### config.mk
export PLATFORM = sky130hd
export DESIGN_NAME = crossbar
export DESIGN_NICKNAME = d
export VERILOG_FILES = /design/src/hdl/noc_pkg.sv /design/src/hdl/crossbar.sv
export VERILOG_INCLUDE_DIRS = /design/src /design/src/hdl
export SDC_FILE = /design/constraint.sdc
export NUM_CORES = 1
export LEC_CHECK = 0
export CAP_MARGIN = 40
export CORE_MARGIN = 1.5
export CORE_UTILIZATION = 55
export CTS_CLUSTER_SIZE = 28
export DETAILED_ROUTE_END_ITERATION = 16
export DONT_BUFFER_PORTS = 1
export PLACE_DENSITY = 0.81
export SLEW_MARGIN = 15
export SYNTH_ARGS = -nofsm -noshare
export SYNTH_HDL_FRONTEND = slang
export SYNTH_SLANG_ARGS = --single-unit
### constraint.sdc
create_clock -name clk -period 2.1 [get_ports clk]
set_clock_uncertainty 0.1 [all_clocks]
set_input_delay 0.42 -clock clk [delete_from_list [all_inputs] [get_ports clk]]
set_output_delay 0.42 -clock clk [all_outputs]
set_load 0.01 [all_outputs]
### src/hdl/noc_macros.svh
`ifndef NOC_MACROS_SVH
`define NOC_MACROS_SVH

// mesh dimensions in routers.
`define MESH_SIZE_X 4
`define MESH_SIZE_Y 4

// coordinate field widths of a head flit.
`define DEST_ADDR_SIZE_X 2
`define DEST_ADDR_SIZE_Y 2

// virtual channels per port and the width of a vc id.
`define VC_NUM 2
`define VC_SIZE 1

// router ports, local port included.
`define PORT_NUM 5

// depth of each virtual-channel FIFO.
`define BUFFER_SIZE 8

// on_off goes low once free slots are at or below this value.
`define ON_OFF_THRESHOLD 3

`define PAYLOAD_SIZE 16

`endif

### src/hdl/noc_pkg.sv
`default_nettype none

`include "noc_macros.svh"

package noc_pkg;

    // output ports. Each encoding doubles as the port index.
    typedef enum logic [2:0] {
        LOCAL = 3'd0,
        NORTH = 3'd1,
        SOUTH = 3'd2,
        EAST  = 3'd3,
        WEST  = 3'd4
    } port_t;

    typedef enum logic [1:0] {
        HEAD     = 2'b00,
        BODY     = 2'b01,
        TAIL     = 2'b10,
        HEADTAIL = 2'b11
    } flit_type_t;

    // destination fields are only meaningful in head flits.
    typedef struct packed {
        flit_type_t                   flit_type;
        logic [`VC_SIZE-1:0]          vc_id;
        logic [`DEST_ADDR_SIZE_X-1:0] x_dest;
        logic [`DEST_ADDR_SIZE_Y-1:0] y_dest;
        logic [`PAYLOAD_SIZE-1:0]     payload;
    } flit_t;

    // packet state seen from the write side of an input buffer.
    typedef enum logic {
        IDLE   = 1'b0,
        ROUTED = 1'b1
    } buf_state_t;

endpackage

`default_nettype wire

### src/hdl/crossbar.sv
`default_nettype none

`include "noc_macros.svh"

module crossbar
    import noc_pkg::*;
(
    input  logic                  clk,
    input  logic                  rst_n_i,
    input  flit_t [`PORT_NUM-1:0] flit_i,
    input  port_t [`PORT_NUM-1:0] in_sel_i,
    input  logic  [`PORT_NUM-1:0] out_valid_i,
    output flit_t [`PORT_NUM-1:0] flit_o,
    output logic  [`PORT_NUM-1:0] valid_o
);

    always_ff @(posedge clk)
    begin
        if (!rst_n_i)
            valid_o <= '0;
        else
            valid_o <= out_valid_i;
    end

    // an idle output keeps its last flit, valid_o tells it apart.
    always_ff @(posedge clk)
    begin
        for (int o = 0; o < `PORT_NUM; o++)
        begin
            if (out_valid_i[o])
                flit_o[o] <= flit_i[in_sel_i[o]];
        end
    end

endmodule

`default_nettype wire

# Word level (Yosys, flattened, before mapping)
# Cells that the tools add are included.
[word_totals]
ff_bits = 120
out_inout_bits = 120
elab_cells = 41
[classes]
order_cmp = 5
mux = 10
[ops]
columns = ["op", "count"]
rows = [
  ["$bmux 23 s3", 5],
  ["$mux 23", 5],
  ["$lt 3x4->1 const B", 5],
]

# Depth between registers and ports, before layout
# Gate-level depths: netlist of the first run.
[depth]
depth_word = 2
ltp_mapped = 6

# Worst setup path before layout of the first run
# OpenSTA, ideal clock, no wires.
[synth_path]
path_type = "input port to flip-flop"
start = "input port in_sel_i[9] (netlist bit)"
end = "register flit_o[72] (netlist bit) (data pin)"
setup_ns = 0.261
arrival_ns = 1.303
path_slack_ns = 0.437
path_stages = 4
path_cell_list = "buf_6 -> buf_6 -> mux2_4 -> a221o_1"
[synth_between]
elab_chain_cells = 2
[synth_lines]
columns = ["item", "line_no", "rtl"]
rows = [
  ["start, declared", "crossbar.sv:11", "input port_t [`PORT_NUM-1:0] in_sel_i,"],
  ["$bmux 23 s3", "crossbar.sv:31", "flit_o[o] <= flit_i[in_sel_i[o]];"],
  ["$mux 23 (implied by the code)", "crossbar.sv:31", ""],
  ["end signal, assigned by index", "crossbar.sv:31", ""],
  ["end, declared", "crossbar.sv:13", "output flit_t [`PORT_NUM-1:0] flit_o,"],
]
# No other way between the ends. The select of a mux whose other input is x is not followed.
# A chain may end at the register's enable or synchronous reset.

# Worst setup path in the final report of the first run
[layout_path]
start = "input port in_sel_i[7] (netlist bit)"
end = "register flit_o[67] (netlist bit) (data pin)"
# Same word-level chain as after synthesis.

==> results by group, run 1 <==
Placement
  – Port bufs: 0
  – Area after detailed placement: 0.008109 sq mm
  – Post-detail-place hpwl: 16200 um
  – Routability congestion estimate from global placement: 0.8794
  – Total placed cells including tap cells: 808

Floorplanning
  – Floorplan core area: about 0.014 sq mm
  – I/O pin count: ~260
  – Horizontal extent of the die: ~120 um
  – Die area: 0.01540 sq mm
  – Initial cell density of the core: roughly 56%
  – Number of cell rows: 44
  – Y dimension of the die: 124.1 um

Detailed routing
  – Detailed Route Iter0 Violations: 1233
  – Drt pass-1 iters: 5
  – Routed wl met2: 13120 um
  – Met1 WL: 9776 um
  – Met3 wire length: 4069 um
  – Number of design rule violations left after detail routing: 0
  – Final routed wire length divided by cell count: 32.84 um
  – Total number of vias: 6509
  – Uppermost layer routed: met5
  – Final WL: between 20000 and 30000 um
  – DRT antenna net count: 0
  – Vias per cell: 7.586

Power
  – Worst ir drop on vdd: 535.1 uV
  – Portion of total power attributed to combinational logic: 13.0%
  – Switching power as a share of total power: between 20 and 25%
  – Proportion of power drawn by flip-flops and latches: 45.9%
  – Leakage: 4.046 nW
  – Total power divided by cell area: ~780 mW/mm^2
  – Part of the power in the clock network: 41.1%
  – Switching Power: around 1.7 mW
  – P_int: 5.202 mW

CTS
  – TritonCTS clock tree: built
  – H-tree levels: 4
  – Number of setup buffers added after CTS: 0
  – Count of instances resized after the clock tree is built: 0
  – Total clock buffers created by CTS: 17
  – Num Clock Sinks: 120
  – Buffers from clock root to sink, at most: 2
  – Clock tree root driver cell: sky130_fd_sc_hd__clkbuf_16
  – Post-CTS clock slew at the launch and capture registers of the worst setup and hold paths: roughly 0.050 ns

Finish
  – Number of filler instances in the final layout: around 1.1k
  – Area Overhead vs Synth: 9.868%
  – Final cell area excluding filler cells: 0.008860 sq mm
  – Final core area utilization: 61.42%
  – Number of antenna cells inserted: 0
  – Leading cell type in the layout, fill and taps excluded: sky130_fd_sc_hd__mux2i_1
  – Number of cells in the finished layout apart from fillers: between 800 and 900
  – Most frequent cells in the layout: 206 x sky130_fd_sc_hd__mux2i_1, 115 x sky130_fd_sc_hd__edfxtp_1, 84 x sky130_fd_sc_hd__o22ai_1
  – Share of final-layout standard cells stronger than drive strength 1: 11.72%
  – Final #Nets: approximately 800

Worst setup path
  – Data arrival time of the critical path: roughly 1.6 ns
  – Worst Setup Start Kind: input pin
  – Delay of the slowest cell on the worst path: 0.57 ns
  – Kind of end point of the critical path: flip-flop
  – Cell chain of the critical path: nor3b_2 -> buf_4 -> nand2_1 -> o221ai_1
  – Start-to-end type of the worst setup path: input pin to flip-flop
  – Crit-path max FO: 16
  – Critical-path cell with the highest stage delay: sky130_fd_sc_hd__nor3b_2
  – WP data required: 2.24 ns

STA
  – Max transition margin: 54.36%
  – Hold Violations, Final: 0
  – Unrepaired setup endpoints after global routing: false
  – Fin Hold WS: roughly 0.016 ns
  – Maximum frequency from static timing analysis: between 600 and 700 MHz
  – Slew @ Worst Pin: 0.6816 ns
  – Shortest clock period the worst path allows after layout: 1.448 ns
  – Final setup fails: 0
  – Post-route clock period utilization: 68.96%
  – Final Max Slew Viols: 0
  – Final total negative setup slack: 0 ns

Synthesis
  – Post-synthesis sequential area ratio: approximately 44%
  – Combined area of all synthesized cells: just over 0.008 sq mm
  – Net count after synthesis: 806
  – Yosys reg bits: 120
  – Cells after synthesis: 669
  – Yosys warns: 0
  – Synthesized area per cell: 12.05 sq um
  – Number of different library cells in the post-synthesis netlist: 25

Global route
  – Final global-route overflow total: 0
  – Global router's overall resource usage: 35.14%
  – Wire length of the first global-routing pass: 38900 um
  – Pin count of the biggest net entering global routing: 50
  – Initial antenna violation count: 1
  – Number of global-route vias before repair: 6446

Run
  – Max cap viols: 0

Min path
  – Min-delay worst type: input pin to flip-flop

Run status
  – Status: finished clean
==> worst max-delay path: cells and delay by family <==
kind / cells / cell delay (ns)
and+or+nand+nor: 2 / 0.66
buffers and inverters: 1 / 0.41
AOI/OAI and AO/OA: 1 / 0.09
==> kinds of logic after synthesis <==
group / after synthesis / share of synthesized area, %
AOI/OAI and AO/OA: 200 / 18.03
buffers and inverters: 63 / 4.437
DFF: 120 / 44.07
muxes: 229 / 29.76
and+or+nand+nor: 57 / 3.708
==> cell usage after synthesis, drive strengths merged <==
library cell	instances	area (sq um)
and2	5	31.28
inv	1	3.750
nor4bb	3	30.03
nand2b	5	31.28
nor3b	5	42.54
clkbuf	15	56.30
nor2	23	86.33
nand2	9	33.78
o22ai	84	525.5
o32a	4	40.04
a21o	81	608.1
edfxtp	115	3453
mux4	1	22.52
o21ai	5	25.02
o221ai	4	35.03
or2	7	43.79
mux2i	206	2062
a221o	22	220.2
dfxtp	5	100.1
buf	47	297.8
mux2	22	315.3
==> worst paths after layout <==
| check | to | slack, ns | cells after the start | start |
|---|---|---|---|---|
| max | flit_o[67]$_DFFE_PP_ | 0.65 | 4 | in_sel_i[7] |
| min | flit_o[1]$_DFFE_PP_ | 0.02 | 0 | out_valid_i[0] |
==> area by class of cell <==
type | count | area [sq um] | area share [%]
clock buffers | 29 | 520.5 | 5.875
clock inverters | 3 | 40.04 | 0.4519
inverters | 1 | 3.754 | 0.04237
multi-input cells | 486 | 4182 | 47.20
flip-flops and latches | 120 | 3553 | 40.11
well taps | 184 | 230.2 | 2.599
repair buffers | 35 | 330.3 | 3.728
==> power groups by stage <==
stage          combinational [mW]  sequential, mW  clock [mW]
2_1_floorplan               0.768            3.15           0
3_3_place_gp                0.764            3.21           0
3_5_place_dp                0.802            3.21           0
4_1_cts                     0.845            3.17        2.84
5_1_grt                     0.951            3.18        2.95
6_report                    0.896            3.17        2.84
==> state kept, by name (all words and copies together) (netlist names) <==
register  flops
flit_o      115
valid_o       5
==> layer usage <==
layer	track usage, %	vias up
li1	-	2662
met1	42.56	3158
met2	53.64	579
met3	14.56	108
met4	18.04	2
met5	0	-
==> metrics by stage <==
step                      power, mW  setup slack [ns]
after floorplan               3.917            0.4365
after global placement        3.976            0.1884
after detailed placement      4.012            0.3469
after CTS                     6.849            0.6807
after global routing          7.084            0.6236
final                         6.900            0.6518
==> timing repair <==
action,4_1_cts,5_1_grt
hold endpoints to repair,17,25
hold buffers,10,8
setup endpoints to repair,0,0
Power figures use the tool's default switching activity.
==> inputs of run 2 (changes only) <==
==> constraint.sdc (replaced) <==
create_clock -name clk -period 1.4 [get_ports clk]
set_clock_uncertainty 0.1 [all_clocks]
set_input_delay 0.28 -clock clk [delete_from_list [all_inputs] [get_ports clk]]
set_output_delay 0.28 -clock clk [all_outputs]
set_load 0.01 [all_outputs]
==> run 2 against run 1 <==
Utilization grew 3.1 points; worst setup slack worse by 0.54 ns; cell count up 2.6%; first-iteration DRC count is 25% lower; clock power up 67%; clock-buffer cell count is 12 lower; sequential power grew 50%; flip-flop and latch count is the same; final area grew 5.0%; via count is 3.1% higher; sequential share of layout area shrank 1.9 points; total power rose by 60%; critical path type is now flip-flop to output pin; critical endpoint is now flit_o[88].
==> results by group, run 2 (synthesized netlist as in run 1, its figures left out) <==
Placement
  – Port bufs: 0
  – Area after detailed placement: 0.008327 sq mm
  – Total placed cells including tap cells: 817
  – Routability congestion estimate from global placement: 0.8489
  – Post-detail-place hpwl: approximately 17000 um

Worst setup path
  – Crit-path max FO: 1
  – Data arrival time of the critical path: approximately 0.9 ns
  – WP data required: 1.02 ns
  – Number of stages on the worst setup path: 0
  – Worst Setup Start Kind: flip-flop
  – Start-to-end type of the worst setup path: flip-flop to output pin
  – Kind of end point of the critical path: output pin

Detailed routing
  – Total number of vias: around 6.7k
  – Drt pass-1 iters: 6
  – Vias per cell: 7.630
  – Detailed Route Iter0 Violations: 919
  – Final WL: 28230 um
  – Number of design rule violations left after detail routing: 0
  – Final routed wire length divided by cell count: 32.07 um
  – DRT antenna net count: 0

Finish
  – Multi-input logic area: around 0.0042 sq mm
  – Leading cell type in the layout, fill and taps excluded: sky130_fd_sc_hd__mux2i_1
  – Register name with the most flops: flit_o
  – Footprint of the flip-flops and latches: 0.003553 sq mm
  – Number of cells in the finished layout apart from fillers: 880
  – Area Overhead vs Synth: 15.41%
  – Number of filler instances in the final layout: 1049
  – Share of final-layout standard cells stronger than drive strength 1: 14.24%
  – Largest registers ranked by flip-flop count: flit_o: 115 flops, valid_o: 5 flops
  – Final #Nets: 819
  – Most frequent cells in the layout: 206 x sky130_fd_sc_hd__mux2i_1, 115 x sky130_fd_sc_hd__edfxtp_1, 84 x sky130_fd_sc_hd__o22ai_1
  – Flip-flop count of the largest register, all copies and words added: 115
  – Final cell area excluding filler cells: about 0.0093 sq mm

Power
  – Total power divided by cell area: 1184 mW/mm^2
  – Switching Power: 2.819 mW
  – Leakage: 4.245 nW
  – Part of the power in the clock network: a little over two fifths
  – Portion of total power attributed to combinational logic: 14.1%
  – Proportion of power drawn by flip-flops and latches: 43.0%
  – Switching power as a share of total power: 25.58%
  – Worst ir drop on vdd: 834.4 uV
  – P_int: a little over 8 mW

STA
  – Final setup fails: 0
  – Slew @ Worst Pin: 0.2757 ns
  – Maximum frequency from static timing analysis: 777.8 MHz
  – Final Max Slew Viols: 0
  – Final total negative setup slack: 0 ns
  – Post-route clock period utilization: 91.84%
  – Hold Violations, Final: 0
  – Fin Hold WS: 0.02183 ns
  – Shortest clock period the worst path allows after layout: about 1.3 ns
  – Unrepaired setup endpoints after global routing: false
  – Max transition margin: 81.56%

CTS
  – Clock tree root driver cell: sky130_fd_sc_hd__clkbuf_16
  – Buffers from clock root to sink, at most: 2
  – Total clock buffers created by CTS: 17
  – Number of setup buffers added after CTS: 0
  – Num Clock Sinks: 120
  – TritonCTS clock tree: built
  – H-tree levels: 4
  – Post-CTS clock slew at the launch and capture registers of the worst setup and hold paths: 0.06 ns

Floorplanning
  – Number of cell rows: 44
  – Y dimension of the die: ~120 um
  – Floorplan core area: ~0.014 sq mm
  – I/O pin count: 257
  – Initial cell density of the core: 55.91%
  – Horizontal extent of the die: roughly 120 um
  – Die area: ~0.015 sq mm

Global route
  – Pin count of the biggest net entering global routing: 50
  – Global router's overall resource usage: around 36%
  – Initial antenna violation count: 1
  – Number of global-route vias before repair: about 6.9k
  – Final global-route overflow total: 0
  – Wire length of the first global-routing pass: 40230 um

Min path
  – Worst Hold Path EP: flit_o[114]$_DFFE_PP_
  – Min-delay worst type: input pin to flip-flop
  – Worst hold start: flit_i[45]
  – Worst hold path depth: 2

Run
  – Max cap viols: 0

Run status
  – Status: finished clean
[run 2: cell count changes in the layout (fill, tap and decap cells not counted), moves of 4 or more]
| cell | change |
|---|---|
| sky130_fd_sc_hd__buf_12 | +16 |
| sky130_fd_sc_hd__clkbuf_8 | -5 |
| sky130_fd_sc_hd__clkinv_4 | +4 |
| sky130_fd_sc_hd__clkbuf_1 | -7 |
| sky130_fd_sc_hd__dlygate4sd3_1 | +8 |
[run 2: power by group through the flow]
stage | logic [mW] | registers [mW] | clock network, mW
finish | 1.55 | 4.74 | 4.73
CTS | 1.52 | 4.75 | 4.72
floorplan | 1.19 | 4.72 | 0
detailed placement | 1.29 | 4.81 | 0
global route | 1.64 | 4.78 | 4.87
global placement | 1.24 | 4.81 | 0
[run 2: how the worst max path moves through the flow]
stage	end	from	slack, ns
after global placement	flit_o[112]$_DFFE_PP_	in_sel_i[13]	0.06
final	flit_o[88]	flit_o[88]$_DFFE_PP_	0.11
after detailed placement	flit_o[112]$_DFFE_PP_	in_sel_i[13]	0.06
after global routing	flit_o[88]	flit_o[88]$_DFFE_PP_	0.11
after floorplan	flit_o[72]$_DFFE_PP_	in_sel_i[9]	-0.06
after CTS	flit_o[32]	flit_o[32]$_DFFE_PP_	0.11
[run 2: area by class of cell]
| class | instances | share of cell area, % |
|---|---|---|
| antenna | 1 | 0.02689 |
| clock buffer | 17 | 4.571 |
| clock inverter | 15 | 2.165 |
| inverter | 1 | 0.04033 |
| multi-input combinational | 486 | 44.93 |
| sequential | 120 | 38.18 |
| tap | 184 | 2.474 |
| timing repair buffer | 56 | 7.610 |
[run 2: repair_timing]
item | in CTS | in global routing
hold buffers | 30 | 0
resized for setup | 0 | 0
endpoints found under the hold margin | 228 | 0
[run 2: layer usage]
| layer | track usage [%] | part of all wire (%) |
|---|---|---|
| met3 | 12.50 | 13 |
| met1 | 42.40 | 35 |
| met4 | 21.02 | 5.0 |
| met2 | 57.35 | 47 |
| met5 | 0 | 0 |
[run 2: stage by stage]
stage	setup WS (ns)	total power, mW	util, %
after CTS	0.1093	10.98	64.50
final	0.1143	11.02	64.52
after floorplan	-0.06306	5.917	-
after detailed placement	0.05854	6.101	57.73
after global placement	0.05701	6.051	57.73
after global routing	0.1061	11.29	64.52
