==> src/hdl/noc_macros.svh <==
`ifndef NOC_MACROS_SVH
`define NOC_MACROS_SVH

// mesh dimensions in routers.
`define MESH_SIZE_X 4
`define MESH_SIZE_Y 4

// coordinate field widths of a head flit.
`define DEST_ADDR_SIZE_X 2
`define DEST_ADDR_SIZE_Y 2

// virtual channels per port and the width of a vc id.
`define VC_NUM 2
`define VC_SIZE 1

// router ports, local port included.
`define PORT_NUM 5

// depth of each virtual-channel FIFO.
`define BUFFER_SIZE 8

// on_off goes low once free slots are at or below this value.
`define ON_OFF_THRESHOLD 3

`define PAYLOAD_SIZE 16

`endif

==> src/hdl/noc_pkg.sv <==
`default_nettype none

`include "noc_macros.svh"

package noc_pkg;

    // output ports. Each encoding doubles as the port index.
    typedef enum logic [2:0] {
        LOCAL = 3'd0,
        NORTH = 3'd1,
        SOUTH = 3'd2,
        EAST  = 3'd3,
        WEST  = 3'd4
    } port_t;

    typedef enum logic [1:0] {
        HEAD     = 2'b00,
        BODY     = 2'b01,
        TAIL     = 2'b10,
        HEADTAIL = 2'b11
    } flit_type_t;

    // destination fields are only meaningful in head flits.
    typedef struct packed {
        flit_type_t                   flit_type;
        logic [`VC_SIZE-1:0]          vc_id;
        logic [`DEST_ADDR_SIZE_X-1:0] x_dest;
        logic [`DEST_ADDR_SIZE_Y-1:0] y_dest;
        logic [`PAYLOAD_SIZE-1:0]     payload;
    } flit_t;

    // packet state seen from the write side of an input buffer.
    typedef enum logic {
        IDLE   = 1'b0,
        ROUTED = 1'b1
    } buf_state_t;

endpackage

`default_nettype wire

==> src/hdl/rc_unit.sv <==
`default_nettype none

`include "noc_macros.svh"

module rc_unit
    import noc_pkg::*;
#(
    parameter int X_CURRENT = `MESH_SIZE_X/2,
    parameter int Y_CURRENT = `MESH_SIZE_Y/2
)(
    input  logic [`DEST_ADDR_SIZE_X-1:0] x_dest_i,
    input  logic [`DEST_ADDR_SIZE_Y-1:0] y_dest_i,
    output port_t                        out_port_o
);

    // dimension-order routing, x is resolved before y.
    // y grows toward the south edge of the mesh.
    always_comb
    begin
        if (int'(x_dest_i) > X_CURRENT)
            out_port_o = EAST;
        else if (int'(x_dest_i) < X_CURRENT)
            out_port_o = WEST;
        else if (int'(y_dest_i) > Y_CURRENT)
            out_port_o = SOUTH;
        else if (int'(y_dest_i) < Y_CURRENT)
            out_port_o = NORTH;
        else
            out_port_o = LOCAL;
    end

endmodule

`default_nettype wire

==> src/hdl/input_buffer.sv <==
`default_nettype none

`include "noc_macros.svh"

module input_buffer
    import noc_pkg::*;
(
    input  logic  clk,
    input  logic  rst_n_i,
    input  flit_t data_i,
    input  logic  write_i,
    input  logic  read_i,
    input  port_t out_port_i,
    output flit_t data_o,
    output logic  is_empty_o,
    output logic  on_off_o,
    output port_t out_port_o,
    output logic  is_tail_o
);

    localparam int PTR_W = $clog2(`BUFFER_SIZE);
    localparam int CNT_W = $clog2(`BUFFER_SIZE + 1);

    flit_t flit_mem [`BUFFER_SIZE];
    port_t port_mem [`BUFFER_SIZE];

    logic [PTR_W-1:0] wr_ptr;
    logic [PTR_W-1:0] rd_ptr;
    logic [CNT_W-1:0] count;
    logic [CNT_W-1:0] free_slots;

    buf_state_t state;
    port_t      route_q;
    port_t      wr_route;

    function automatic logic [PTR_W-1:0] next_ptr(input logic [PTR_W-1:0] ptr);
        if (ptr == PTR_W'(`BUFFER_SIZE - 1))
            return '0;
        else
            return ptr + 1'b1;
    endfunction

    // a flit written in IDLE opens a packet and takes the fresh route.
    assign wr_route = (state == IDLE) ? out_port_i : route_q;

    always_ff @(posedge clk)
    begin
        if (!rst_n_i)
        begin
            state <= IDLE;
        end
        else if (write_i)
        begin
            case (state)
                IDLE:
                    if (data_i.flit_type == HEAD)
                        state <= ROUTED;
                ROUTED:
                    if (data_i.flit_type == TAIL)
                        state <= IDLE;
                default:
                    state <= IDLE;
            endcase
        end
    end

    always_ff @(posedge clk)
    begin
        if (write_i && state == IDLE)
            route_q <= out_port_i;
    end

    // each entry keeps its own route, so a new head behind an older tail is safe.
    always_ff @(posedge clk)
    begin
        if (write_i)
        begin
            flit_mem[wr_ptr] <= data_i;
            port_mem[wr_ptr] <= wr_route;
        end
    end

    always_ff @(posedge clk)
    begin
        if (!rst_n_i)
        begin
            wr_ptr <= '0;
            rd_ptr <= '0;
            count  <= '0;
        end
        else
        begin
            if (write_i)
                wr_ptr <= next_ptr(wr_ptr);
            if (read_i)
                rd_ptr <= next_ptr(rd_ptr);
            if (write_i && !read_i)
                count <= count + 1'b1;
            else if (read_i && !write_i)
                count <= count - 1'b1;
        end
    end

    assign free_slots = CNT_W'(`BUFFER_SIZE) - count;
    assign on_off_o   = free_slots > CNT_W'(`ON_OFF_THRESHOLD);
    assign is_empty_o = count == '0;
    assign data_o     = flit_mem[rd_ptr];
    assign out_port_o = port_mem[rd_ptr];
    assign is_tail_o  = data_o.flit_type == TAIL || data_o.flit_type == HEADTAIL;

    // upstream must honour on_off early enough to never hit a full buffer.
    a_no_overflow: assert property (@(posedge clk) disable iff (!rst_n_i)
        write_i |-> count != CNT_W'(`BUFFER_SIZE))
        else $error("input_buffer: write while full");

    // the allocator only grants a vc that holds a flit.
    a_no_underflow: assert property (@(posedge clk) disable iff (!rst_n_i)
        read_i |-> !is_empty_o)
        else $error("input_buffer: read while empty");

endmodule

`default_nettype wire

==> src/hdl/input_port.sv <==
`default_nettype none

`include "noc_macros.svh"

module input_port
    import noc_pkg::*;
#(
    parameter int X_CURRENT = `MESH_SIZE_X/2,
    parameter int Y_CURRENT = `MESH_SIZE_Y/2
)(
    input  logic                clk,
    input  logic                rst_n_i,
    input  flit_t               data_i,
    input  logic                valid_flit_i,
    input  logic [`VC_SIZE-1:0] vc_sel_i,
    input  logic                read_i,
    output flit_t               flit_o,
    output logic [`VC_NUM-1:0]  on_off_o,
    output logic [`VC_NUM-1:0]  is_empty_o,
    output logic [`VC_NUM-1:0]  is_tail_o,
    output port_t [`VC_NUM-1:0] out_port_o
);

    flit_t [`VC_NUM-1:0] data;
    flit_t               in_flit_q;
    logic                in_valid_q;
    port_t               out_port_cmd;
    logic [`VC_NUM-1:0]  write_cmd;
    logic [`VC_NUM-1:0]  read_cmd;

    // arriving flits are staged one cycle before they enter a buffer.
    always_ff @(posedge clk)
    begin
        if (!rst_n_i)
            in_valid_q <= 1'b0;
        else
            in_valid_q <= valid_flit_i;
    end

    always_ff @(posedge clk)
    begin
        in_flit_q <= data_i;
    end

    for (genvar vc = 0; vc < `VC_NUM; vc++)
    begin : g_virtual_channels
        input_buffer input_buffer_inst (
            .clk        (clk),
            .rst_n_i    (rst_n_i),
            .data_i     (in_flit_q),
            .write_i    (write_cmd[vc]),
            .read_i     (read_cmd[vc]),
            .out_port_i (out_port_cmd),
            .data_o     (data[vc]),
            .is_empty_o (is_empty_o[vc]),
            .on_off_o   (on_off_o[vc]),
            .out_port_o (out_port_o[vc]),
            .is_tail_o  (is_tail_o[vc])
        );
    end

    // the route is only latched for heads, so body flits may feed it garbage.
    rc_unit #(
        .X_CURRENT (X_CURRENT),
        .Y_CURRENT (Y_CURRENT)
    ) rc_unit_inst (
        .x_dest_i   (in_flit_q.x_dest),
        .y_dest_i   (in_flit_q.y_dest),
        .out_port_o (out_port_cmd)
    );

    always_comb
    begin
        write_cmd = '0;
        if (in_valid_q)
            write_cmd[in_flit_q.vc_id] = 1'b1;

        read_cmd = '0;
        read_cmd[vc_sel_i] = read_i;
        flit_o = data[vc_sel_i];
    end

endmodule

`default_nettype wire

==> config.mk <==
export PLATFORM = sky130hd
export DESIGN_NAME = input_port
export DESIGN_NICKNAME = d
export VERILOG_FILES = /design/src/hdl/noc_pkg.sv /design/src/hdl/rc_unit.sv /design/src/hdl/input_buffer.sv /design/src/hdl/input_port.sv
export VERILOG_INCLUDE_DIRS = /design/src /design/src/hdl
export SDC_FILE = /design/constraint.sdc
export NUM_CORES = 1
export LEC_CHECK = 0
export ABC_AREA = 1
export BUFFER_PORTS_ARGS = -buffer_cell sky130_fd_sc_hd__buf_2
export CAP_MARGIN = 20
export CELL_PAD_IN_SITES_DETAIL_PLACEMENT = 0
export CELL_PAD_IN_SITES_GLOBAL_PLACEMENT = 2
export CORE_MARGIN = 2
export CORE_UTILIZATION = 38
export CTS_BUF_LIST = sky130_fd_sc_hd__clkbuf_16
export CTS_CLUSTER_SIZE = 20
export DETAILED_ROUTE_END_ITERATION = 7
export PLACE_DENSITY = 0.85
export SLEW_MARGIN = 20
export SYNTH_ARGS = -nofsm -noshare
export SYNTH_HDL_FRONTEND = slang
export SYNTH_HIERARCHICAL = 1
export SYNTH_SLANG_ARGS = --single-unit
==> constraint.sdc <==
create_clock -name clk -period 2.5 [get_ports clk]
set_input_delay 0.75 -clock clk [delete_from_list [all_inputs] [get_ports clk]]
set_output_delay 0.75 -clock clk [all_outputs]
set_load 0.005 [all_outputs]
# Word level (Yosys, flattened, before mapping)
# Memory sizes are Yosys's and may differ from the RTL's. A register that Yosys moved wholly into a read port is not among the register bits.
# Index checks and enable logic that the tools add are counted.
totals:
  reg_bits: 52
  latch_bits: 0
  ram_bits: 416
  mem_bits_ro: 0
  out_inout_bits: 35
  memories: 4
op_classes:
  add_sub_neg: 10
  multipliers: 0
  n_div: 0
  magnitude_cmp: 10
  n_eq_ne: 9
  shift: 0
  mux: 37
  bitwise_logic: 3
  reduce_logical: 19
mem_list:
  columns: ["name", "words", "word_bits", "read_ports", "rd_ports_with_merged_regs", "write_ports", "line_no", "source"]
  rows:
  - ["g_virtual_channels[0].input_buffer_inst.flit_mem", 8, 23, 1, 1, 1, "input_buffer.sv:24", "flit_t flit_mem [`BUFFER_SIZE];"]
  - ["g_virtual_channels[1].input_buffer_inst.flit_mem", 8, 23, 1, 1, 1, "input_buffer.sv:24", null]
  - ["g_virtual_channels[0].input_buffer_inst.port_mem", 8, 3, 1, 1, 1, "input_buffer.sv:25", "port_t port_mem [`BUFFER_SIZE];"]
  - ["g_virtual_channels[1].input_buffer_inst.port_mem", 8, 3, 1, 1, 1, "input_buffer.sv:25", null]
op_table:
  columns: ["operator", "count"]
  rows:
  - ["$mux W3", 17]
  - ["$mux W23", 2]
  - ["$mux W4", 4]
  - ["$add A3 B1 Y3 const B", 4]
  - ["$eq A3 B3 Y1 const B", 4]
  - ["$eq A2 B2 Y1 const B", 5]
  - ["$mux W1", 9]
  - ["$add A4 B1 Y4 const B", 2]
  - ["$gt A4 B2 Y1 const B", 2]
  - ["$logic_and A1 B1 Y1", 8]
  - ["$logic_not A4 Y1", 2]
  - ["$sub A4 B1 Y4 const B", 2]
  - ["$sub A4 B4 Y4 const A", 2]
  - ["$gt A2 B2 Y1 const B", 2]
  - ["$logic_not A1 Y1", 4]
  - ["$lt A1 B2 Y1 const B", 2]
  - ["$lt A2 B2 Y1 const B", 2]
  - ["$pmux W1 S2", 2]
  - ["$reduce_bool A2 Y1", 2]
  - ["$and A2 B2 Y2", 1]
  - ["$demux W1 S1", 2]
  - ["$ge A1 B1 Y1 const B", 2]
  - ["$logic_not A2 Y1", 1]
  - ["$logic_or A1 B1 Y1", 2]
  - ["2 further kinds", 3]

# Longest topological paths before layout
# Gate-level depths: netlist of run 1.
logic_depth:
  ltp_word: 9
  mapped_depth: 15

# Modules after synthesis
# Netlist of run 1, hierarchy kept.
by_module_without_submodules:
  columns: ["mod", "n_inst", "cells_each", "area_each_um2", "seq_area_each_um2"]
  rows:
  - ["input_buffer", 2, 796, 9121.2, 6616.3]
  - ["input_port", 1, 109, 870.8, 480.5]
  - ["rc_unit", 1, 7, 27.5, 0.0]

# Worst setup path before layout of run 1
# No wires, ideal clock.
synth_timing:
  kind: "in2reg"
  from: "input vc_sel_i"
  to: "register g_virtual_channels[0].input_buffer_inst.count[3]"
  arrival_ps: 2402
  required_time_ps: 2391
  path_slack_ps: -11
  path_stages: 12
  path_cell_list: "buf_6 -> clkbuf_8 -> nor2_1 -> inv_1 -> ha_1 -> inv_1 -> ha_1 -> or2_2 -> nand3_1 -> nand3_1 -> nand2_1 -> inv_1"
synth_between:
  elab_chain_len: 8
  elab_cells_between_ends: 11
synth_lines:
  columns: ["item", "line_no", "source"]
  rows:
  - ["start, declared", "input_port.sv:15", "input logic [`VC_SIZE-1:0] vc_sel_i,"]
  - ["$lt A1 B2 Y1 (not written as such) / $ge A1 B1 Y1 (equally long branches)", "input_port.sv:79", "read_cmd[vc_sel_i] = read_i;"]
  - ["$logic_and A1 B1 Y1 (not written as such)", "input_port.sv:79", null]
  - ["$mux W1 (not written as such)", "input_port.sv:79", null]
  - ["$demux W1 S1 *", "input_port.sv:79", null]
  - ["$and A2 B2 Y2 (no source line) *", null, null]
  - ["via read_cmd[0]", "input_port.sv:29", "logic [`VC_NUM-1:0] read_cmd;"]
  - ["$logic_not A1 Y1", "input_buffer.sv:97", "if (write_i && !read_i)"]
  - ["$logic_and A1 B1 Y1", "input_buffer.sv:97", null]
  - ["$mux W4 / $reduce_bool A2 Y1 (equally long branches)", null, null]
  - ["end signal, assigned", "input_buffer.sv:98", "count <= count + 1'b1;"]
  - ["end signal, assigned", "input_buffer.sv:100", "count <= count - 1'b1;"]
  - ["end, declared", "input_buffer.sv:29", "logic [CNT_W-1:0] count;"]
# Mark *: on every way through the listed nets, which the timed path passes. The rest lies on a longest branch.
# A chain may end at the register's enable or synchronous reset.

==> results of run 1 <==
## kinds of logic (layout without fill, tap and decap cells)
| group | after synthesis | count (layout) | synth area share, % |
|---|---|---|---|
| AOI/OAI and AO/OA | 236 | 236 | 6.22 |
| xor gates and xnor gates | 4 | 4 | 0.183 |
| adders and majority gates | 16 | 16 | 1.12 |
| buffers and inverters | 125 | 280 | 3.69 |
| DFF | 474 | 474 | 71.6 |
| muxes | 6 | 6 | 0.353 |
| and+or+nand+nor | 847 | 847 | 16.8 |
## power groups by stage
stage	combinational, mW	clock, mW	sequential (mW)
finish	1.51	6.83	8.86
global route	1.67	7.30	8.87
detailed placement	1.26	0	9.03
CTS	1.39	6.98	8.86
floorplan	0.793	0	8.97
global placement	1.25	0	9.02
## stage by stage
step	setup slack (ns)	utilization [%]	setup TNS [ns]	hold WS, ns	total power [mW]
floorplan	0.0551	-	0	0.456	9.76
global placement	0.0180	41.3	0	0.474	10.3
detailed placement	0.0218	41.3	0	0.481	10.3
CTS	-0.344	45.1	-8.78	0.240	17.2
global route	-0.424	46.2	-11.52	0.250	17.8
finish	-0.320	46.2	-8.10	0.274	17.2
## critical path, cell delays in order (launching register included)
cell,delay [ns]
sky130_fd_sc_hd__dfxtp_4,0.35
sky130_fd_sc_hd__buf_12,0.15
sky130_fd_sc_hd__buf_12,0.15
sky130_fd_sc_hd__clkbuf_16,0.17
sky130_fd_sc_hd__nor2_2,0.09
sky130_fd_sc_hd__nor2_1,0.04
sky130_fd_sc_hd__o21ai_1,0.07
sky130_fd_sc_hd__nand2_1,0.07
sky130_fd_sc_hd__nand2_1,0.05
sky130_fd_sc_hd__nand2_1,0.07
sky130_fd_sc_hd__nand2_1,0.08
sky130_fd_sc_hd__nand2_1,0.05
sky130_fd_sc_hd__buf_2,0.12
## Yosys cell counts
library cell               instances  area share (%)
sky130_fd_sc_hd__a211oi_1          2           0.078
sky130_fd_sc_hd__a21oi_1          14            0.37
sky130_fd_sc_hd__buf_1            18            0.35
sky130_fd_sc_hd__buf_2            34            0.89
sky130_fd_sc_hd__buf_6            20             1.2
sky130_fd_sc_hd__buf_8             1           0.078
sky130_fd_sc_hd__clkbuf_1          8            0.16
sky130_fd_sc_hd__clkbuf_8          2            0.14
sky130_fd_sc_hd__clkinv_1          2           0.039
sky130_fd_sc_hd__dfxtp_1          52             5.4
sky130_fd_sc_hd__edfxtp_1        422              66
sky130_fd_sc_hd__fa_1              2            0.21
sky130_fd_sc_hd__ha_1             14            0.92
sky130_fd_sc_hd__inv_1            35            0.69
sky130_fd_sc_hd__inv_2             2           0.039
sky130_fd_sc_hd__inv_4             2           0.065
sky130_fd_sc_hd__inv_8             1           0.059
sky130_fd_sc_hd__mux2_2            6            0.35
sky130_fd_sc_hd__nand2_1         371             7.3
sky130_fd_sc_hd__nand2_2           7            0.23
sky130_fd_sc_hd__nand3_1           9            0.24
sky130_fd_sc_hd__nor2_1          458             9.0
sky130_fd_sc_hd__o211ai_1          2           0.078
sky130_fd_sc_hd__o21ai_0          74             1.9
sky130_fd_sc_hd__o21ai_1         144             3.8
sky130_fd_sc_hd__or2_2             2           0.065
sky130_fd_sc_hd__xor2_1            4            0.18
## timing repair
| item | 4_1_cts | 5_1_grt |
|---|---|---|
| setup endpoints to repair | 31 | 31 |
| resized for setup | 82 | 105 |
| gates cloned | 6 | 11 |
| pin swaps | 11 | 66 |
| buffers inserted | 7 | 3 |
## layout make-up
class / count / area, µm²
Clock inverter: 39 / 260
Inverter: 42 / 178
Clock buffer: 49 / 1230
Multi-Input combinational cell: 1109 / 5130
Fill cell: 4599 / 26900
Sequential cell: 474 / 13700
Timing Repair Buffer: 150 / 1720
Tap cell: 672 / 841
## worst min-delay path by stage
stage	cells past startpoint	slack, ns	start	endpoint
global route	1	0.25	data_i[15]	in_flit_q[15]$_DFF_P_
detailed placement	2	0.48	flip-flop	flip-flop
finish	1	0.27	data_i[20]	in_flit_q[20]$_DFF_P_
CTS	1	0.24	data_i[4]	in_flit_q[4]$_DFF_P_
floorplan	1	0.46	flip-flop	flip-flop
global placement	1	0.47	flip-flop	flip-flop
## metal layers
| metal | GRT usage (%) | vias up | part of all wire, % |
|---|---|---|---|
| li1 | - | 6012 | - |
| met1 | 25.6 | 6013 | 47 |
| met2 | 28.3 | 318 | 45 |
| met3 | 3.51 | 75 | 5.9 |
| met4 | 6.58 | 0 | 2.6 |
| met5 | 0 | - | 0 |
## flip-flops by register name, summed over array words and instances (netlist names), named ones only
signal,count
in_flit_q,23
g_virtual_channels.input_buffer_inst/rd_ptr,6
in_valid_q,1
g_virtual_channels.input_buffer_inst/count,8
g_virtual_channels.input_buffer_inst/wr_ptr,6
g_virtual_channels.input_buffer_inst/flit_mem,368
g_virtual_channels.input_buffer_inst/port_mem,48
g_virtual_channels.input_buffer_inst/route_q,6
==> impl_metrics.csv, run 1 <==
group,metric,value,unit
outcome,outcome,"complete, but fails checks",
outcome,failing_checks,"setup timing",
synthesis,post_synth_inst_count,1708,
drt,first_pass_iteration_count_of_the_detailed_router,5,
clocking,tritoncts,"done",
worst_setup_path,criticalPathCategory,"reg -> out",
synthesis,synth.cell_area,19100,µm²
global_route,grt-ovfl-total,0,
timing,final.period_utilization,113,%
power,switching_power,3.95,mW
global_route,grt_first_pass_wirelength,72.0,mm
timing,timing.final.hold_violations,0,
clocking,cts_htree_levels,2,
global_route,grt_antenna_before_repair,0,
cells_and_area,layout_commonest_cell,"sky130_fd_sc_hd__edfxtp_1",
cells_and_area,finish.cell_count_without_fillers,2535,
timing,worst_pin_slew,0.728,ns
placement,portbufs,62,
cells_and_area,nNetsFinal,1870,
placement,dp.final_hpwl,26.7,mm
clocking,clock_insertion_delay_worst_skew,0.58,ns
timing,finalMaxSlewViolations,0,
synthesis,yosysSeqAreaShare,71.6,%
die,placeableCoreArea,50000,µm²
timing,final_critical_path_setup_slack,-0.320,ns
power,powerDensity,745,nW/µm²
cells_and_area,final_cell_mix,"sky130_fd_sc_hd__edfxtp_1, sky130_fd_sc_hd__nor2_1, sky130_fd_sc_hd__nand2_1, sky130_fd_sc_hd__o21ai_1, sky130_fd_sc_hd__buf_2",
drt,detailroute.via_count,12400,
worst_hold_path,hold_path.class,"in -> reg",
die,rows,82,
clocking,cts_buffers,49,
die,die_area,52200,µm²
worst_setup_path,critPathCaptureType,"primary output",
timing,rsz0062_at_grt,"yes",
placement,dp.cells,2421,
cells_and_area,drive_above_1_share,18.7,%
timing,setup_viol_count_final,31,
cells_and_area,postLayoutCellArea,23100,µm²
clocking,post_cts_hold_fix_bufs,0,
synthesis,yosys_register_bits,474,
job,maxCapViolCount,0,
placement,dpl-instance-area,20600,µm²
synthesis,synth.net_count,1752,
global_route,grt_pass1_vias,11900,
clocking,clock-sinks,474,
drt,detail_route.iter0.violations,993,
die,fp.dieH,228,µm
worst_setup_path,timing.critical_path.arrival,2.07,ns
power,clock_power_share,39.7,%
die,die_w,228,µm
clocking,cts_buffer_depth,3,
synthesis,synth.avg_cell_area,11.2,µm²
power,leakage,8.63,nW
timing,maxSlewHeadroom,51.4,%
clocking,clkTransAtPathRegs,0.06,ns
drt,detail_route.vias_per_cell,4.90,
worst_setup_path,crit_path_start_kind,"flip-flop",
cells_and_area,areaGrowthSynthToFinish,20.6,%
power,vdd.ir_drop.worst,0.413,mV
drt,wirelength,49.1,mm
synthesis,yosysUniqueCellTypes,27,
synthesis,yosys_warnings,6,
global_route,grt_max_degree,53,
worst_setup_path,timing.reg2reg.worst_path_depth,9,
power,pwr-share-seq,51.5,%
clocking,clock-root-buffer,"sky130_fd_sc_hd__clkbuf_16",
worst_setup_path,crit_end,"flit_o[13]",
die,design.portCount,63,
timing,finalCriticalPeriod,2.82,ns
worst_setup_path,worst-path-max-fanout,6,
die,floorplan.initialDensity,38.3,%
cells_and_area,antenna-diode-count,0,
power,internal-power,13.2,mW
timing,fmax,355,MHz
drt,drc,0,
global_route,global_route.usage.total,18.2,%
power,power.combinational.fraction,8.8,%
worst_setup_path,r2r-start,"in_flit_q[20]$_DFF_P_",
placement,place_congestion,0.815,
timing,clock_skew,0.0135,ns
drt,route.detailed.wl_per_inst,19.4,µm
drt,ant_nets,0,
power,net_switching_fraction_of_the_power,23.0,%
worst_setup_path,ff2ff_setup_slack,0.59,ns
worst_setup_path,cp.required,1.75,ns
(Power assumes the default switching activity.)
==> run 2, diff against run 1 <==
Settings changed: CORE_UTILIZATION 38 to 42, PLACE_DENSITY 0.85 to 0.89.
Clock period 2.5 ns to 3 ns, I/O delays scaled along.
==> run 2 against run 1 <==
Against the previous run:
- the run now ends clean
- setup slack improved by 0.33 ns
- cell count fell by 3.6%
- sequential share of layout area up 1.3 points
- clock skew is 0.0053 ns lower
- count of clock-buffer cells in the layout up 2
- via count down 0.84%
- routed wire length is 5.9% lower
- die area is 9.4% lower
- combinational power down 25%
- critical path depth shrank 2
- highest routed layer unchanged
==> impl_metrics.csv, run 2 (synthesis results as in run 1) <==
group,metric,value,unit
power,internal-power,11.5,mW
cells_and_area,areaGrowthSynthToFinish,17.9,%
cells_and_area,layout_commonest_cell,"sky130_fd_sc_hd__nor2_1",
die,die_w,217,µm
cells_and_area,final_cell_mix,"sky130_fd_sc_hd__nor2_1, sky130_fd_sc_hd__edfxtp_1, sky130_fd_sc_hd__nand2_1, sky130_fd_sc_hd__o21ai_1, sky130_fd_sc_hd__buf_2",
worst_setup_path,timing.reg2reg.worst_path_depth,9,
power,net_switching_fraction_of_the_power,22.5,%
timing,finalMaxSlewViolations,0,
power,pwr-share-seq,49.9,%
placement,portbufs,62,
drt,detail_route.vias_per_cell,5.04,
timing,clock_skew,0.00822,ns
power,power.combinational.fraction,7.6,%
clocking,clock-sinks,474,
worst_setup_path,ff2ff_setup_slack,0.66,ns
timing,timing.final.hold_violations,0,
global_route,grt_antenna_before_repair,0,
timing,finalCriticalPeriod,2.99,ns
timing,maxSlewHeadroom,50.9,%
placement,dpl-instance-area,20200,µm²
worst_setup_path,library_cell_appearing_most_often_on_the_critical_path,"sky130_fd_sc_hd__nand2_1",
cells_and_area,final_core_util,50.0,%
die,placeableCoreArea,45200,µm²
drt,wirelength,46.2,mm
worst_setup_path,criticalPathCategory,"reg -> out",
power,clock_power_share,42.4,%
die,floorplan.initialDensity,42.4,%
clocking,cts_htree_levels,2,
cells_and_area,largest_register_ff_count,368,
worst_hold_path,hold_path.class,"in -> reg",
clocking,post_cts_hold_fix_bufs,0,
cells_and_area,registers.top_by_ff_count,"g_virtual_channels.input_buffer_inst/flit_mem",
drt,drc,0,
cells_and_area,multiInputGateArea,4980,µm²
worst_setup_path,cp_num_buf_inv,4,
worst_hold_path,min_from,"data_i[9]",
worst_setup_path,critical_path.slowest_cell,"sky130_fd_sc_hd__dfxtp_4",
drt,first_pass_iteration_count_of_the_detailed_router,5,
worst_setup_path,timing.critical_path.arrival,2.09,ns
worst_hold_path,min_to,"in_flit_q[9]$_DFF_P_",
timing,final.period_utilization,99.6,%
cells_and_area,postLayoutCellArea,22600,µm²
global_route,grt-ovfl-total,0,
timing,fmax,335,MHz
outcome,outcome,"complete, no violations",
placement,dp.final_hpwl,25.4,mm
worst_setup_path,crit_path_start_kind,"flip-flop",
worst_setup_path,r2r-start,"in_flit_q[20]$_DFF_P_",
die,die_area,47300,µm²
worst_setup_path,cp.required,2.10,ns
worst_setup_path,slowest_delay,0.44,ns
power,switching_power,3.34,mW
global_route,global_route.usage.total,19.5,%
worst_hold_path,worstHoldPathCells,1,
job,maxCapViolCount,0,
drt,detailroute.via_count,12300,
power,vdd.ir_drop.worst,0.423,mV
timing,worst_pin_slew,0.736,ns
die,fp.dieH,217,µm
die,rows,78,
timing,rsz0062_at_grt,"yes",
worst_setup_path,cpLargestDelayFamily,"buffers and inverters",
cells_and_area,sequential_cell_area,13700,µm²
global_route,grt_first_pass_wirelength,69.8,mm
worst_setup_path,critPathCaptureType,"primary output",
cells_and_area,layout.filler_cells,3958,
clocking,clkTransAtPathRegs,0.06,ns
global_route,grt_pass1_vias,11900,
clocking,tritoncts,"done",
drt,detail_route.iter0.violations,1176,
cells_and_area,drive_above_1_share,16.7,%
cells_and_area,largest_registers,"g_virtual_channels.input_buffer_inst/flit_mem x368, g_virtual_channels.input_buffer_inst/port_mem x48, in_flit_q x23",
die,design.portCount,63,
power,total_power,14.8,mW
clocking,clock_insertion_delay_worst_skew,0.58,ns
timing,timing.setup.tns,0,ns
drt,ant_nets,0,
worst_setup_path,worst-path-max-fanout,24,
power,leakage,8.49,nW
timing,setup_viol_count_final,0,
cells_and_area,nNetsFinal,1847,
clocking,cts_buffers,49,
clocking,clock-root-buffer,"sky130_fd_sc_hd__clkbuf_16",
cells_and_area,antenna-diode-count,0,
global_route,grt_max_degree,53,
power,powerDensity,656,nW/µm²
clocking,cts_buffer_depth,3,
placement,place_congestion,0.808,
worst_setup_path,timing.critical_path.cells,"buf_12 > inv_12 > buf_12 > o21ai_2 > nand2_1 > nand2_1 > nand2_2 > nand2_1 > nand2_1 > buf_2",
drt,route.detailed.wl_per_inst,18.9,µm
-- run 2: changes by cell type in the layout (fill, tap and decap cells not counted), moves of 16 or more --
cell | previous run | this run
sky130_fd_sc_hd__nor2_1 | 395 | 428
sky130_fd_sc_hd__nor2_2 | 41 | 24
sky130_fd_sc_hd__nor2_4 | 22 | 6
sky130_fd_sc_hd__o21ai_1 | 171 | 149
-- run 2: layout make-up --
| class | count | share of cell area (%) |
|---|---|---|
| well taps | 600 | 3.33 |
| clock buffers | 51 | 5.65 |
| inverters | 42 | 0.831 |
| clock inverters | 41 | 1.78 |
| flip-flops and latches | 474 | 60.8 |
| multi-input cells | 1109 | 22.1 |
| repair inverters | 1 | 0.0388 |
| repair buffers | 126 | 5.50 |
-- run 2: worst register-to-register path, stage by stage (launching register included) --
cell                      delay, ns
sky130_fd_sc_hd__dfxtp_1       0.77
sky130_fd_sc_hd__nor2_1        0.28
sky130_fd_sc_hd__ha_1          0.27
sky130_fd_sc_hd__inv_1         0.13
sky130_fd_sc_hd__ha_1          0.27
sky130_fd_sc_hd__or2_2         0.29
sky130_fd_sc_hd__nand3_1       0.08
sky130_fd_sc_hd__nand3_1       0.07
sky130_fd_sc_hd__nand2_1       0.06
sky130_fd_sc_hd__inv_1         0.03
-- run 2: power groups by stage --
stage	logic [mW]	registers, mW	clock network (mW)
after global routing	1.27	7.40	6.67
after detailed placement	0.993	7.53	0
after CTS	1.05	7.39	6.40
final	1.13	7.39	6.28
after floorplan	0.660	7.47	0
after global placement	0.987	7.52	0
-- run 2: how the worst max path moves through the flow --
stage	from	endpoint	slack (ns)	cells after the start
floorplan	vc_sel_i	flip-flop	0.34	12
global placement	vc_sel_i	flip-flop	0.27	12
detailed placement	vc_sel_i	flip-flop	0.26	12
CTS	flip-flop	flit_o[4]	-0.05	10
global route	flip-flop	flit_o[11]	-0.1	10
finish	flip-flop	flit_o[19]	0.01	10
-- run 2: routing by layer --
metal,part of all wire (%),vias up,global-route usage (%)
li1,-,5964,-
met4,2.0,0,5.50
met3,5.1,68,2.62
met5,0,-,0
met1,46,5979,27.8
met2,47,303,31.4
-- run 2: what timing repair did --
| item | 4_1_cts | 5_1_grt |
|---|---|---|
| setup endpoints to repair | 27 | 27 |
| gates cloned | 3 | 8 |
| setup buffers | 4 | 3 |
| pin swaps | 2 | 21 |
| resized for setup | 38 | 96 |
-- run 2: stage by stage --
step                      worst slack [ns]  instances  hold slack (ns)
final                               0.0129       2444            0.423
after global routing               -0.0982       2444            0.400
after CTS                          -0.0490       2433            0.392
after detailed placement             0.263       2334            0.472
after global placement               0.265       2334            0.477
after floorplan                      0.339       1708            0.456
